`src/source/riscv_de_pkg.sv`:
```
`default_nettype none

package riscv_de_pkg;

    localparam int unsigned XLEN = 64;

    typedef logic [XLEN-1:0] xlen_t;
    typedef logic [4:0]      regaddr_t;
    typedef logic [31:0]     inst_t;

    // Major opcodes handled by decode
    typedef enum logic [6:0] {
        OPC_ILLEGAL = 7'b0000000,
        OPC_LOAD    = 7'b0000011,
        OPC_OP_IMM  = 7'b0010011,
        OPC_STORE   = 7'b0100011,
        OPC_OP      = 7'b0110011,
        OPC_LUI     = 7'b0110111,
        OPC_BRANCH  = 7'b1100011,
        OPC_JAL     = 7'b1101111
    } opcode_e;

    typedef enum logic [3:0] {
        ALU_ADD   = 4'd0,
        ALU_SUB   = 4'd1,
        ALU_SLL   = 4'd2,
        ALU_SLT   = 4'd3,
        ALU_SLTU  = 4'd4,
        ALU_XOR   = 4'd5,
        ALU_SRL   = 4'd6,
        ALU_SRA   = 4'd7,
        ALU_OR    = 4'd8,
        ALU_AND   = 4'd9,
        ALU_COPYB = 4'd10   // Operand 2 straight through, LUI
    } alu_op_e;

    typedef enum logic [2:0] {
        DIV_NONE = 3'd0,
        DIV_DIV  = 3'd1,
        DIV_DIVU = 3'd2,
        DIV_REM  = 3'd3,
        DIV_REMU = 3'd4
    } div_op_e;

    // All zero is a bubble
    typedef struct packed {
        alu_op_e    alucontrol;
        logic       oprnd1sel;      // 1 selects PC
        logic       oprnd2sel;      // 1 selects immediate
        logic       memread;
        logic       memwrite;
        logic [2:0] memext;         // Load/store funct3
        logic [1:0] resultsrc;      // 00 ALU, 01 memory, 10 pc+4
        logic       regwrite;
        logic       jump;
        logic [2:0] b_condition;
        logic       mul;
        div_op_e    divctrl;
        logic       illegal_inst;
    } de_ctrl_t;

    typedef struct packed {
        xlen_t    pc;
        xlen_t    pcplus4;
        xlen_t    rs1data;
        xlen_t    rs2data;
        xlen_t    extendedimm;
        regaddr_t rs1addr;
        regaddr_t rs2addr;
        regaddr_t rdaddr;
    } de_data_t;

    typedef enum logic [1:0] {
        HZ_RUN         = 2'd0,
        HZ_LOAD_BUBBLE = 2'd1,
        HZ_DIV_BUSY    = 2'd2
    } hz_state_e;

endpackage

`default_nettype wire

```
`src/source/riscv_de_decoder.sv`:
```
`timescale 1ns/1ps
`default_nettype none

module riscv_de_decoder (
    input  wire riscv_de_pkg::inst_t    i_riscv_de_inst,
    input  wire logic                   i_riscv_de_inst_valid,
    output riscv_de_pkg::de_ctrl_t      o_riscv_de_ctrl,
    output riscv_de_pkg::xlen_t         o_riscv_de_imm,
    output riscv_de_pkg::regaddr_t      o_riscv_de_rs1addr,
    output riscv_de_pkg::regaddr_t      o_riscv_de_rs2addr,
    output riscv_de_pkg::regaddr_t      o_riscv_de_rdaddr
);

    riscv_de_pkg::opcode_e  opcode;
    logic [2:0]             funct3;
    logic [6:0]             funct7;
    riscv_de_pkg::xlen_t    imm_i, imm_s, imm_b, imm_u, imm_j;
    riscv_de_pkg::de_ctrl_t ctrl;
    logic                   rs1_used;
    logic                   rs2_used;

    function automatic riscv_de_pkg::alu_op_e alu_sel(input logic [2:0] f3, input logic alt);
        case (f3)
            3'b000:  return alt ? riscv_de_pkg::ALU_SUB : riscv_de_pkg::ALU_ADD;
            3'b001:  return riscv_de_pkg::ALU_SLL;
            3'b010:  return riscv_de_pkg::ALU_SLT;
            3'b011:  return riscv_de_pkg::ALU_SLTU;
            3'b100:  return riscv_de_pkg::ALU_XOR;
            3'b101:  return alt ? riscv_de_pkg::ALU_SRA : riscv_de_pkg::ALU_SRL;
            3'b110:  return riscv_de_pkg::ALU_OR;
            default: return riscv_de_pkg::ALU_AND;
        endcase
    endfunction

    assign opcode = riscv_de_pkg::opcode_e'(i_riscv_de_inst[6:0]);
    assign funct3 = i_riscv_de_inst[14:12];
    assign funct7 = i_riscv_de_inst[31:25];

    assign imm_i = {{52{i_riscv_de_inst[31]}}, i_riscv_de_inst[31:20]};
    assign imm_s = {{52{i_riscv_de_inst[31]}}, i_riscv_de_inst[31:25], i_riscv_de_inst[11:7]};
    assign imm_b = {{51{i_riscv_de_inst[31]}}, i_riscv_de_inst[31], i_riscv_de_inst[7],
                    i_riscv_de_inst[30:25], i_riscv_de_inst[11:8], 1'b0};
    assign imm_u = {{32{i_riscv_de_inst[31]}}, i_riscv_de_inst[31:12], 12'b0};
    assign imm_j = {{43{i_riscv_de_inst[31]}}, i_riscv_de_inst[31], i_riscv_de_inst[19:12],
                    i_riscv_de_inst[20], i_riscv_de_inst[30:21], 1'b0};

    always_comb
    begin
        ctrl     = '0;
        o_riscv_de_imm = '0;
        rs1_used = 1'b1;
        rs2_used = 1'b0;
        case (opcode)
            riscv_de_pkg::OPC_OP:
            begin
                ctrl.regwrite = 1'b1;
                rs2_used      = 1'b1;
                if (funct7 == 7'b0000001 && funct3[2])
                begin
                    case (funct3[1:0])
                        2'b00:   ctrl.divctrl = riscv_de_pkg::DIV_DIV;
                        2'b01:   ctrl.divctrl = riscv_de_pkg::DIV_DIVU;
                        2'b10:   ctrl.divctrl = riscv_de_pkg::DIV_REM;
                        default: ctrl.divctrl = riscv_de_pkg::DIV_REMU;
                    endcase
                end
                else if (funct7 == 7'b0000001)
                begin
                    ctrl.mul          = 1'b1;
                    ctrl.illegal_inst = (funct3 != 3'b000);  // Only MUL in this subset
                end
                else
                begin
                    ctrl.alucontrol = alu_sel(funct3, i_riscv_de_inst[30]);
                end
            end
            riscv_de_pkg::OPC_OP_IMM:
            begin
                ctrl.regwrite   = 1'b1;
                ctrl.oprnd2sel  = 1'b1;
                ctrl.alucontrol = alu_sel(funct3, i_riscv_de_inst[30] && funct3 == 3'b101);
                o_riscv_de_imm  = imm_i;
            end
            riscv_de_pkg::OPC_LOAD:
            begin
                ctrl.regwrite  = 1'b1;
                ctrl.memread   = 1'b1;
                ctrl.oprnd2sel = 1'b1;
                ctrl.memext    = funct3;
                ctrl.resultsrc = 2'b01;
                o_riscv_de_imm = imm_i;
            end
            riscv_de_pkg::OPC_STORE:
            begin
                ctrl.memwrite  = 1'b1;
                ctrl.oprnd2sel = 1'b1;
                ctrl.memext    = funct3;
                rs2_used       = 1'b1;
                o_riscv_de_imm = imm_s;
            end
            riscv_de_pkg::OPC_BRANCH:
            begin
                ctrl.alucontrol  = riscv_de_pkg::ALU_SUB;  // Compare in the ALU
                ctrl.b_condition = funct3;
                rs2_used         = 1'b1;
                o_riscv_de_imm   = imm_b;
            end
            riscv_de_pkg::OPC_JAL:
            begin
                ctrl.regwrite  = 1'b1;
                ctrl.jump      = 1'b1;
                ctrl.oprnd1sel = 1'b1;
                ctrl.oprnd2sel = 1'b1;
                ctrl.resultsrc = 2'b10;
                rs1_used       = 1'b0;
                o_riscv_de_imm = imm_j;
            end
            riscv_de_pkg::OPC_LUI:
            begin
                ctrl.regwrite   = 1'b1;
                ctrl.oprnd2sel  = 1'b1;
                ctrl.alucontrol = riscv_de_pkg::ALU_COPYB;
                rs1_used        = 1'b0;
                o_riscv_de_imm  = imm_u;
            end
            default:
            begin
                ctrl.illegal_inst = 1'b1;
                rs1_used          = 1'b0;
            end
        endcase

        if (ctrl.illegal_inst)
        begin
            ctrl.regwrite = 1'b0;
            ctrl.memread  = 1'b0;
            ctrl.memwrite = 1'b0;
        end
        if (!i_riscv_de_inst_valid)
        begin
            ctrl           = '0;
            o_riscv_de_imm = '0;
            rs1_used       = 1'b0;
            rs2_used       = 1'b0;
        end
    end

    assign o_riscv_de_ctrl    = ctrl;
    // Unused source fields read as x0 so they cannot raise a load-use stall
    assign o_riscv_de_rs1addr = rs1_used ? i_riscv_de_inst[19:15] : '0;
    assign o_riscv_de_rs2addr = rs2_used ? i_riscv_de_inst[24:20] : '0;
    assign o_riscv_de_rdaddr  = i_riscv_de_inst[11:7];

endmodule

`default_nettype wire

```
`config.mk`:
```
export PLATFORM = sky130hd
export DESIGN_NAME = riscv_de_decoder
export DESIGN_NICKNAME = d
export VERILOG_FILES = /design/src/source/riscv_de_pkg.sv /design/src/source/riscv_de_decoder.sv
export SDC_FILE = /design/constraint.sdc
export NUM_CORES = 1
export LEC_CHECK = 0
export BUFFER_PORTS_ARGS = -buffer_cell sky130_fd_sc_hd__buf_2
export CAP_MARGIN = 20
export CORE_MARGIN = 2
export CORE_UTILIZATION = 39
export DETAILED_ROUTE_END_ITERATION = 10
export GPL_ROUTABILITY_DRIVEN = 0
export MAX_ROUTING_LAYER = met4
export PLACE_DENSITY = 0.85
export SYNTH_ARGS = -nofsm -noshare
export SYNTH_HDL_FRONTEND = slang
export SYNTH_SLANG_ARGS = --single-unit
```
`constraint.sdc`:
```
create_clock -name vclk -period 4.98
set_clock_uncertainty 0.2 [all_clocks]
set_input_delay 0.747 -clock vclk [all_inputs]
set_output_delay 0.747 -clock vclk [all_outputs]
set_load 0.005 [all_outputs]
```
# Yosys cells after proc, flatten, opt, wreduce, memory -nomap -nowiden
# Cells that the tools add are included.
[op_classes]
n_bitwise = 0
n_addsub = 0
magnitude_cmp = 0
div = 0
n_mux = 36
multipliers = 0
n_eq_ne = 16
reduce_logical = 12
shift = 0
[op_table]
columns = ["op", "n"]
rows = [
  ["64-bit case mux with 5 select lines", 1],
  ["64-bit two-way mux", 1],
  ["4-bit case mux with 7 select lines", 2],
  ["23-bit two-way mux", 1],
  ["7-bit by 6-bit == test with 1-bit output (second input constant)", 3],
  ["1-bit two-way mux", 18],
  ["4-bit case mux with 4 select lines", 1],
  ["5-bit OR reduction", 3],
  ["7-bit == test (second input constant)", 2],
  ["4-bit two-way mux", 3],
  ["5-bit two-way mux", 2],
  ["3-bit == test (second input constant)", 3],
  ["3-bit two-way mux", 3],
  ["3-bit case mux with 3 select lines", 1],
  ["7-bit by 1-bit == test with 1-bit output (second input constant)", 1],
  ["7-bit by 2-bit == test with 1-bit output (second input constant)", 1],
  ["7-bit by 5-bit == test with 1-bit output (second input constant)", 1],
  ["3-bit by 2-bit == test with 1-bit output (second input constant)", 2],
  ["6-bit OR reduction", 1],
  ["2-bit case mux with 2 select lines", 1],
  ["2-bit OR reduction", 2],
  ["3-bit by 1-bit == test with 1-bit output (second input constant)", 1],
  ["3-bit zero test", 1],
  ["3-bit nonzero test", 1],
  ["other kinds (7)", 8],
]
[word_totals]
rom_bits = 0
ff_bits = 0
inputBits = 33
word_cells = 64
latchBits = 0
ramBits = 0
out_inout_bits = 102
memories = 0

# Depth between registers and ports, before layout
# Gate-level depths: netlist of run 1.
[depth]
word_depth = 6
mapped_depth = 7
mapped_depth_nobuf = 6

# Worst setup path before layout of run 1
# Ideal clock, no wire load.
[synth_timing]
path_kind = "input port to output port"
start = "in i_riscv_de_inst[5]"
end = "out o_riscv_de_imm[32]"
stages = 6
setup_slack_ps = 754
arrival_time_ps = 3279
n_path_buf = 2
required_time_ps = 4033
path_cell_list = "buf_4 > or4_4 > nor2_1 > o21ai_1 > a21oi_1 > buf_4"
[synth_via]
elab_chain_len = 4
elab_cells_between_ends = 9
cone_classes = "eq/ne (6); mux (2); reduce/logical (1)"
[synth_rtl]
columns = ["item", "line_no", "text"]
rows = [
  ["from (decl)", "riscv_de_decoder.sv:5", "input wire riscv_de_pkg::inst_t i_riscv_de_inst,"],
  ["7-bit by 2-bit == test with 1-bit output or 7-bit by 5-bit == test with 1-bit output (tied branches)", "riscv_de_decoder.sv:53", "case (opcode)"],
  ["2-bit OR reduction (no line)", "n/a", ""],
  ["64-bit case mux with 5 select lines *", "riscv_de_decoder.sv:53", ""],
  ["64-bit two-way mux *", "riscv_de_decoder.sv:139", "if (!i_riscv_de_inst_valid)"],
  ["to (decl)", "riscv_de_decoder.sv:8", "output riscv_de_pkg::xlen_t o_riscv_de_imm,"],
]
# Mark *: on every way between the ends. The rest lies on a longest branch, timed or not.

# Worst setup path in the final report of run 1
[layout_timing]
start = "in i_riscv_de_inst[4]"
end = "out o_riscv_de_imm[62]"
# The elaborated chain is that of the path after synthesis.

==> impl_metrics.yaml, run 1 <==
setup_path:
  slowest_delay_ps: 470
  crit_fanout: 33
  arrival_ps: 2570
  critical_path.cell_chain: "buf_2 -> nand2b_1 -> nor3_1 -> buf_4 -> o21ai_1 -> a21oi_1 -> buf_4 -> buf_2"
  crit_path_top_delay_cell: "o21ai_1"
  cp.required_ps: 4030
  crit_type: "input port to primary output"
  cp-end-kind: "primary output"
  critical_path.top_delay_family: "buffers and inverters"
  critPathLaunchType: "input port"
  path_buf_inv: 4
sta:
  hold_viol: 0
  worst_slew_pin_slew_ps: 565
  fin_crit_sh_pct: 70.5
  max_freq_ghz: 0.285
  period_minus_slack_ps: 3510
  slew_violations: 0
  rsz0062_at_grt: "false"
  tns_ps: 0
  setup_violations: 0
  worst_hold_slack_ps: 1480
  slew_headroom_pct: 62.1
power_and_ir_drop:
  p_per_area_mw_per_mm2: 38.9
  power.leakage_nw: 0.993
  switching_share_pct: 62.7
  p_total_uw: 70.8
  power_frac_clock_pct: 0
  p_switching_uw: 44.4
  pwr-share-seq_pct: 0
  vdd.ir_drop.worst_mv: 0.0231
  comb_power_share_pct: 100.0
  p_int_uw: 26.4
synthesis:
  synth_fa_ha_area_share_pct: 4.42
  synth_xor_area_share_pct: 0
  seq_area_frac_synth_pct: 0
  yosys.area_share.simple_pct: 42.6
  synth_compound_area_share_pct: 25.5
  syn_area_mm2: 0.00142
  synth_top_family_by_area: "simple AND/OR/NAND/NOR gates"
  yosysWarnings: 0
  avgSynthCellArea_um2: 6.02
  syn_inst: 235
  synth_mux_area_share_pct: 0
  syn-num-nets: 273
  ys_types: 45
cells_and_area:
  multi_input_area_mm2: 0.00103
  nFlopsAndLatches: 0
  seq_area_um2: 0
  area_growth_pct: 28.7
  clkbuf_count: 0
  antenna_cells: 0
  instances_no_fill: 364
  drive_gt1_share_pct: 46.2
  fill_cells: 372
  nNetsFinal: 358
route:
  vias: 1885
  routed_wl_um: 4700
  drc_errors: 0
  wl_per_cell_um: 12.9
  first_pass_iters: 5
  post_drt_via_cell_ratio: 5.18
  drt-initial-drc-count: 208
  ant_nets: 0
global_routing:
  grt_usage_pct: 20.6
  grt_use_met2_pct: 34.2
  grt_first_pass_wirelength_um: 7190
  grt_overflow_total: 0
  grt_start_max_net_pins: 34
  grt_antenna_before_repair: 0
  grt-busiest-layer: "met2"
  grt_pass1_vias: 1496
  met1_usage_pct: 29.1
  use_met3_pct: 0.704
hold_path:
  hp-class: "input port to primary output"
cts:
  post_cts_resized: 0
  post_cts_buffers: 0
  postCtsHoldBufs: 0
die:
  dieHeight_um: 64.2
  ios: 135
  initial_core_util_pct: 41.4
  coreArea_mm2: 0.00342
  die_w_um: 64.2
  num_rows: 21
  dieArea_mm2: 0.00413
placement:
  port_buffers: 135
  place_inst: 363
  dp_hpwl_um: 3670
outcome:
  status: "finished clean"
flow_run:
  max_cap_violations: 0
-- cell families (layout without fill, tap and decap cells) --
family,count (synthesis),in the layout
AOI/OAI and AO/OA,57,57
adders and majority gates,5,5
buffers and inverters,62,145
and+or+nand+nor,111,111
-- per-layer routing --
metal / part of all wire [%] / wire [um]
met5: 0 / 0
met1: 44 / 2050
met2: 48 / 2250
met3: 8.5 / 397
met4: 0 / 0
-- power by group through the flow --
stage	Clock (mW)	Sequential [mW]	Combinational, mW
2_1_floorplan	0	0	0.0433
3_3_place_gp	0	0	0.0677
3_5_place_dp	0	0	0.0692
4_1_cts	0	0	0.0695
5_1_grt	0	0	0.0791
6_report	0	0	0.0708
-- cells in the final DEF, fill, tap and decap left out, drive strengths merged, types with 2 or more instances in the layout --
master and n:
a21oi 24, or2 2, ha 5, nand4 3
nor3 15, a221oi 2, nand3 2, nor4 7
o21a 3, or4b 2, o21ai 12, buf 139
nor3b 3, and2 13, a211oi 3, nand2b 3
nor2b 2, nand2 32, a32oi 5, inv 6
nor2 20
-- through the flow --
step / setup WS (ps) / utilization, % / instance area [um2]
global placement: 1330 / 53.0 / 1810
CTS: 1250 / 53.0 / 1810
global route: 1210 / 53.3 / 1820
floorplan: 754 / - / 1420
detailed placement: 1230 / 53.0 / 1810
finish: 1470 / 53.3 / 1820
-- path summary, 6_finish.rpt --
| kind | from | end | slack, ps | cells past startpoint |
|---|---|---|---|---|
| max | i_riscv_de_inst[4] | o_riscv_de_imm[62] | 1470 | 8 |
| min | i_riscv_de_inst[11] | o_riscv_de_rdaddr[4] | 1480 | 2 |
-- layout make-up --
class / count / area share [%]
inverter: 6 / 1.24
timing repair buffer: 139 / 38.9
multi-input combinational: 173 / 56.7
tap: 46 / 3.16
-- Yosys cell counts, types with 3 or more instances --
master,n,area (um2)
buf_4,40,300
nand2_1,32,120
a21oi_1,24,120
nor2_1,20,75.1
nor3_1,15,75.1
and2_1,13,81.3
clkbuf_1,11,41.3
o21ai_0,10,50.1
inv_1,6,22.5
a32oi_1,5,43.8
ha_1,5,62.6
nor4_1,5,31.3
buf_2,4,20.0
a211oi_1,3,22.5
nand2b_1,3,18.8
nand4_1,3,18.8
o21a_1,3,22.5
Note: power is estimated with default switching activity, not from simulation.
==> run 2, diff against run 1 <==
--- a/config.mk
+++ b/config.mk
@@ -5,6 +5,7 @@
 export SDC_FILE = /design/constraint.sdc
 export NUM_CORES = 1
 export LEC_CHECK = 0
+export ABC_AREA = 1
 export BUFFER_PORTS_ARGS = -buffer_cell sky130_fd_sc_hd__buf_2
 export CAP_MARGIN = 20
 export CORE_MARGIN = 2
==> constraint.sdc (replaced) <==
create_clock -name vclk -period 3.6
set_clock_uncertainty 0.2 [all_clocks]
set_input_delay 0.54 -clock vclk [all_inputs]
set_output_delay 0.54 -clock vclk [all_outputs]
set_load 0.005 [all_outputs]
==> run 2 against run 1 <==
  * First-iteration DRC count is 73% lower
  * Power is 37% higher
  * Die area hardly changed
  * Largest cell class unchanged
  * Via count is 4.4% higher
  * Largest power group unchanged
  * Setup slack got worse by 750 ps
==> impl_metrics.yaml, run 2 <==
synthesis:
  seq_area_frac_synth_pct: 0
  yosys-top-cells-count: "74 x nor2_1, 55 x nand2_1, 39 x buf_4, 37 x inv_1, 14 x o21ai_0"
  avgSynthCellArea_um2: 5.00
  yosys.area.top_type_share_pct: 20.7
  syn_area_mm2: 0.00142
  ys_top_cells_by_area: "buf_4 21%, nor2_1 20%, nand2_1 15%"
  syn_inst: 283
  synth_top_area_cell: "buf_4"
  ys_types: 25
  yosysWarnings: 0
  yosysMostFrequentCell: "nor2_1"
  syn-num-nets: 321
sta:
  max_freq_ghz: 0.347
  slew_headroom_pct: 61.0
  slew_violations: 0
  hold_viol: 0
  fin_ws_ps: 721
  worst_slew_pin_slew_ps: 584
  fin_crit_sh_pct: 80.0
  period_minus_slack_ps: 2880
  rsz0062_at_grt: "false"
  setup_violations: 0
  worst_hold_slack_ps: 1060
  tns_ps: 0
route:
  ant_nets: 0
  post_drt_via_cell_ratio: 4.69
  first_pass_iters: 4
  drc_errors: 0
  drt-initial-drc-count: 56
  vias: 1968
  routed_wl_um: 4370
  wl_per_cell_um: 10.4
global_routing:
  grt_overflow_total: 0
  grt_start_max_net_pins: 34
  grt_pass1_vias: 1635
  grt_antenna_before_repair: 0
  grt_first_pass_wirelength_um: 6850
  grt_usage_pct: 19.9
cells_and_area:
  final_common_cell: "buf_2"
  instances_no_fill: 420
  clkbuf_count: 0
  fin_area_mm2: 0.00184
  fill_cells: 371
  antenna_cells: 0
  drive_gt1_share_pct: 40.1
  area_growth_pct: 29.8
  seq_area_um2: 0
  nFlopsAndLatches: 0
  fin_util_pct: 53.8
  final_cell_mix: "135 x buf_2, 74 x nor2_1, 55 x nand2_1"
  nNetsFinal: 414
setup_path:
  cp-end-kind: "primary output"
  critPathLaunchType: "input port"
  arrival_ps: 2140
  cp.required_ps: 2860
  crit_type: "input port to primary output"
  crit_fanout: 33
die:
  dieArea_mm2: 0.00413
  dieHeight_um: 64.3
  num_rows: 21
  die_w_um: 64.3
  initial_core_util_pct: 41.5
  coreArea_mm2: 0.00342
  ios: 135
power_and_ir_drop:
  vdd.ir_drop.worst_mv: 0.0317
  p_total_uw: 96.8
  p_per_area_mw_per_mm2: 52.7
  power.leakage_nw: 1.32
placement:
  port_buffers: 135
  placed_area_mm2: 0.00184
  place_inst: 420
  dp_hpwl_um: 3670
  dpl_worst_slack_ps: 720
hold_path:
  hp-class: "input port to primary output"
cts:
  post_cts_resized: 0
  postCtsHoldBufs: 0
  post_cts_buffers: 0
flow_run:
  max_cap_violations: 0
outcome:
  status: "finished clean"
[run 2: changes by cell type in the layout (fill, tap and decap cells not counted), moves of 3 or more]
cell	previous run	this run
a21oi_1	24	13
nor4_1	5	2
nand2b_1	3	0
nor2_1	20	74
a211oi_1	3	0
o21ai_0	10	14
nor3_1	15	5
nand3_1	2	11
and2_1	13	0
a32oi_1	5	0
nand2_1	32	55
inv_1	6	37
[run 2: per-layer routing]
layer	vias up	GRT usage (%)	routed length, um
met5	-	-	0
met4	0	3.46	38
met3	4	0.880	365
met2	99	38.8	2230
met1	848	22.6	1740
li1	1017	-	-
[run 2: cells by family (layout without fill, tap and decap cells)]
kind of cell    count (synthesis)  in the layout  share of synthesized area (%)
simple gates                  159            159                           48.1
buf+inv                        86            177                           34.3
compound gates                 33             33                           13.3
fa+ha+maj                       5              5                           4.42
[run 2: final timing paths]
kind                             from  slack (ps)                   end  depth (start not counted)
setup / recovery   i_riscv_de_inst[6]         720    o_riscv_de_imm[33]                         10
hold / removal    i_riscv_de_inst[10]        1060  o_riscv_de_rdaddr[3]                          2
[run 2: final cells by class]
| class | count | area (um2) | area share, % |
|---|---|---|---|
| Multi-Input combinational cell | 197 | 936 | 50.9 |
| Timing Repair Buffer | 138 | 698 | 38.0 |
| Tap cell | 46 | 57.6 | 3.13 |
| Inverter | 39 | 146 | 7.96 |
[run 2: report_power, final]
part / switching, mW / internal [mW]
Sequential: 0 / 0
Combinational: 0.0605 / 0.0363
Clock: 0 / 0
Total: 0.0605 / 0.0363
[run 2: critical path, stage by stage]
cell	delay, ps
buf_2	120
inv_1	120
nand3_2	110
inv_1	80
nand2_1	280
nand2_2	270
nor2_1	80
nor3_2	90
buf_4	260
buf_2	160
==> run 3, diff against run 2 <==
--- a/config.mk
+++ b/config.mk
@@ -9,11 +9,11 @@
 export BUFFER_PORTS_ARGS = -buffer_cell sky130_fd_sc_hd__buf_2
 export CAP_MARGIN = 20
 export CORE_MARGIN = 2
-export CORE_UTILIZATION = 39
+export CORE_UTILIZATION = 35
 export DETAILED_ROUTE_END_ITERATION = 10
 export GPL_ROUTABILITY_DRIVEN = 0
 export MAX_ROUTING_LAYER = met4
-export PLACE_DENSITY = 0.85
+export PLACE_DENSITY = 0.81
 export SYNTH_ARGS = -nofsm -noshare
 export SYNTH_HDL_FRONTEND = slang
 export SYNTH_SLANG_ARGS = --single-unit
==> constraint.sdc (replaced) <==
create_clock -name vclk -period 2.4
set_clock_uncertainty 0.2 [all_clocks]
set_input_delay 0.36 -clock vclk [all_inputs]
set_output_delay 0.36 -clock vclk [all_outputs]
set_load 0.005 [all_outputs]
==> run 3 against run 2 <==
  * Combinational power is 59% higher
  * First-iteration DRC count is 21% lower
  * Sequential share of layout area stayed put
  * Critical path type unchanged
  * Critical endpoint is now o_riscv_de_imm[62]
  * Sequential cell count stayed put
  * Die area is 11% higher
  * Non-clock buffer count is 3 higher
  * Count of clock-buffer cells in the layout stayed put
==> impl_metrics.yaml, run 3 (synthesis gave the netlist of run 2 again) <==
outcome:
  status: "finished clean"
setup_path:
  cp-end-kind: "primary output"
  cp_num_cells: 9
  crit_type: "input port to primary output"
  cpMostUsedCell: "buf_2"
  slowest_delay_ps: 230
  arrival_ps: 1650
  crit_path_top_delay_cell: "nor2_1"
  path_buf_inv: 4
  critical_path.top_delay_family: "simple AND/OR/NAND/NOR gates"
  critical_path.cell_chain: "buf_2 -> inv_1 -> nor2_1 -> nand2_2 -> nand2_4 -> nor2_4 -> nor3_4 -> buf_12 -> buf_2"
  crit_fanout: 33
  cp.required_ps: 1840
  critPathLaunchType: "input port"
cts:
  post_cts_resized: 0
  post_cts_buffers: 0
  postCtsHoldBufs: 0
cells_and_area:
  seq_area_um2: 0
  final_common_cell: "buf_2"
  antenna_cells: 0
  drive_gt1_share_pct: 43.2
  nNetsFinal: 417
  clkbuf_count: 0
  nFlopsAndLatches: 0
  final_cell_mix: "135 x buf_2, 71 x nor2_1, 51 x nand2_1"
  area_growth_pct: 35.0
route:
  post_drt_via_cell_ratio: 4.66
  vias: 1988
  first_pass_iters: 4
  drt-initial-drc-count: 44
  ant_nets: 0
  drc_errors: 0
  wl_per_cell_um: 10.4
  routed_wl_um: 4460
flow_run:
  max_cap_violations: 0
die:
  initial_core_util_pct: 35.9
  dieArea_mm2: 0.00457
  num_rows: 23
  die_w_um: 67.6
  dieHeight_um: 67.6
  ios: 135
  coreArea_mm2: 0.00394
power_and_ir_drop:
  vdd.ir_drop.worst_mv: 0.0606
  power.leakage_nw: 1.35
  p_total_uw: 154
  p_per_area_mw_per_mm2: 80.5
sta:
  tns_ps: 0
  slew_violations: 0
  slew_headroom_pct: 74.1
  period_minus_slack_ps: 2210
  hold_viol: 0
  max_freq_ghz: 0.452
  fin_crit_sh_pct: 92.2
  worst_slew_pin_slew_ps: 388
  fin_ws_ps: 188
  worst_hold_slack_ps: 705
  rsz0062_at_grt: "false"
  setup_violations: 0
global_routing:
  grt_antenna_before_repair: 0
  grt_first_pass_wirelength_um: 6820
  grt_overflow_total: 0
  grt_start_max_net_pins: 34
  grt_pass1_vias: 1658
  grt_usage_pct: 18.8
placement:
  dp_hpwl_um: 3740
  port_buffers: 135
  dpl_worst_slack_ps: 189
hold_path:
  hold_depth: 2
  hp-class: "input port to primary output"
[run 3: cell types whose count changed in the layout (fill, tap and decap cells not counted)]
cell,delta
inv_1,-3
nand2_1,-4
nand2_4,+1
buf_12,+1
nor2_2,+2
inv_2,+3
nor3_2,-1
nand2_2,+3
nor2_4,+1
nor3_4,+1
nor2_1,-3
buf_4,+2
[run 3: area by class of cell]
cell class                      count  area, um2
Inverter                           39        146
Timing Repair Buffer              141        733
Tap cell                           50       62.6
Multi-Input combinational cell    197        970
Fill cell                         437       2030
[run 3: metal layers]
| layer | track usage [%] | share of wire (%) |
|---|---|---|
| met5 | - | 0 |
| met4 | 4.08 | 0.47 |
| met3 | 0.333 | 6.8 |
| met2 | 34.4 | 50 |
| met1 | 22.8 | 43 |
[run 3: through the flow]
step | std cells | area, um2 | utilization [%]
floorplan | 283 | 1460 | -
detailed placement | 427 | 1910 | 48.5
CTS | 427 | 1910 | 48.5
global route | 427 | 1910 | 48.5
global placement | 427 | 1910 | 48.5
finish | 427 | 1910 | 48.5
[run 3: worst paths after layout]
| path | from | to | slack [ps] |
|---|---|---|---|
| worst min-delay path | i_riscv_de_inst[8] | o_riscv_de_rdaddr[1] | 710 |
| worst max-delay path | i_riscv_de_inst[6] | o_riscv_de_imm[62] | 190 |
[run 3: report_power, final]
group          internal, mW  leakage [nW]  total, mW  switching [mW]
Sequential                0             0          0               0
Clock                     0             0          0               0
Combinational        0.0577          1.35      0.154          0.0962
Total                0.0577          1.35      0.154          0.0962
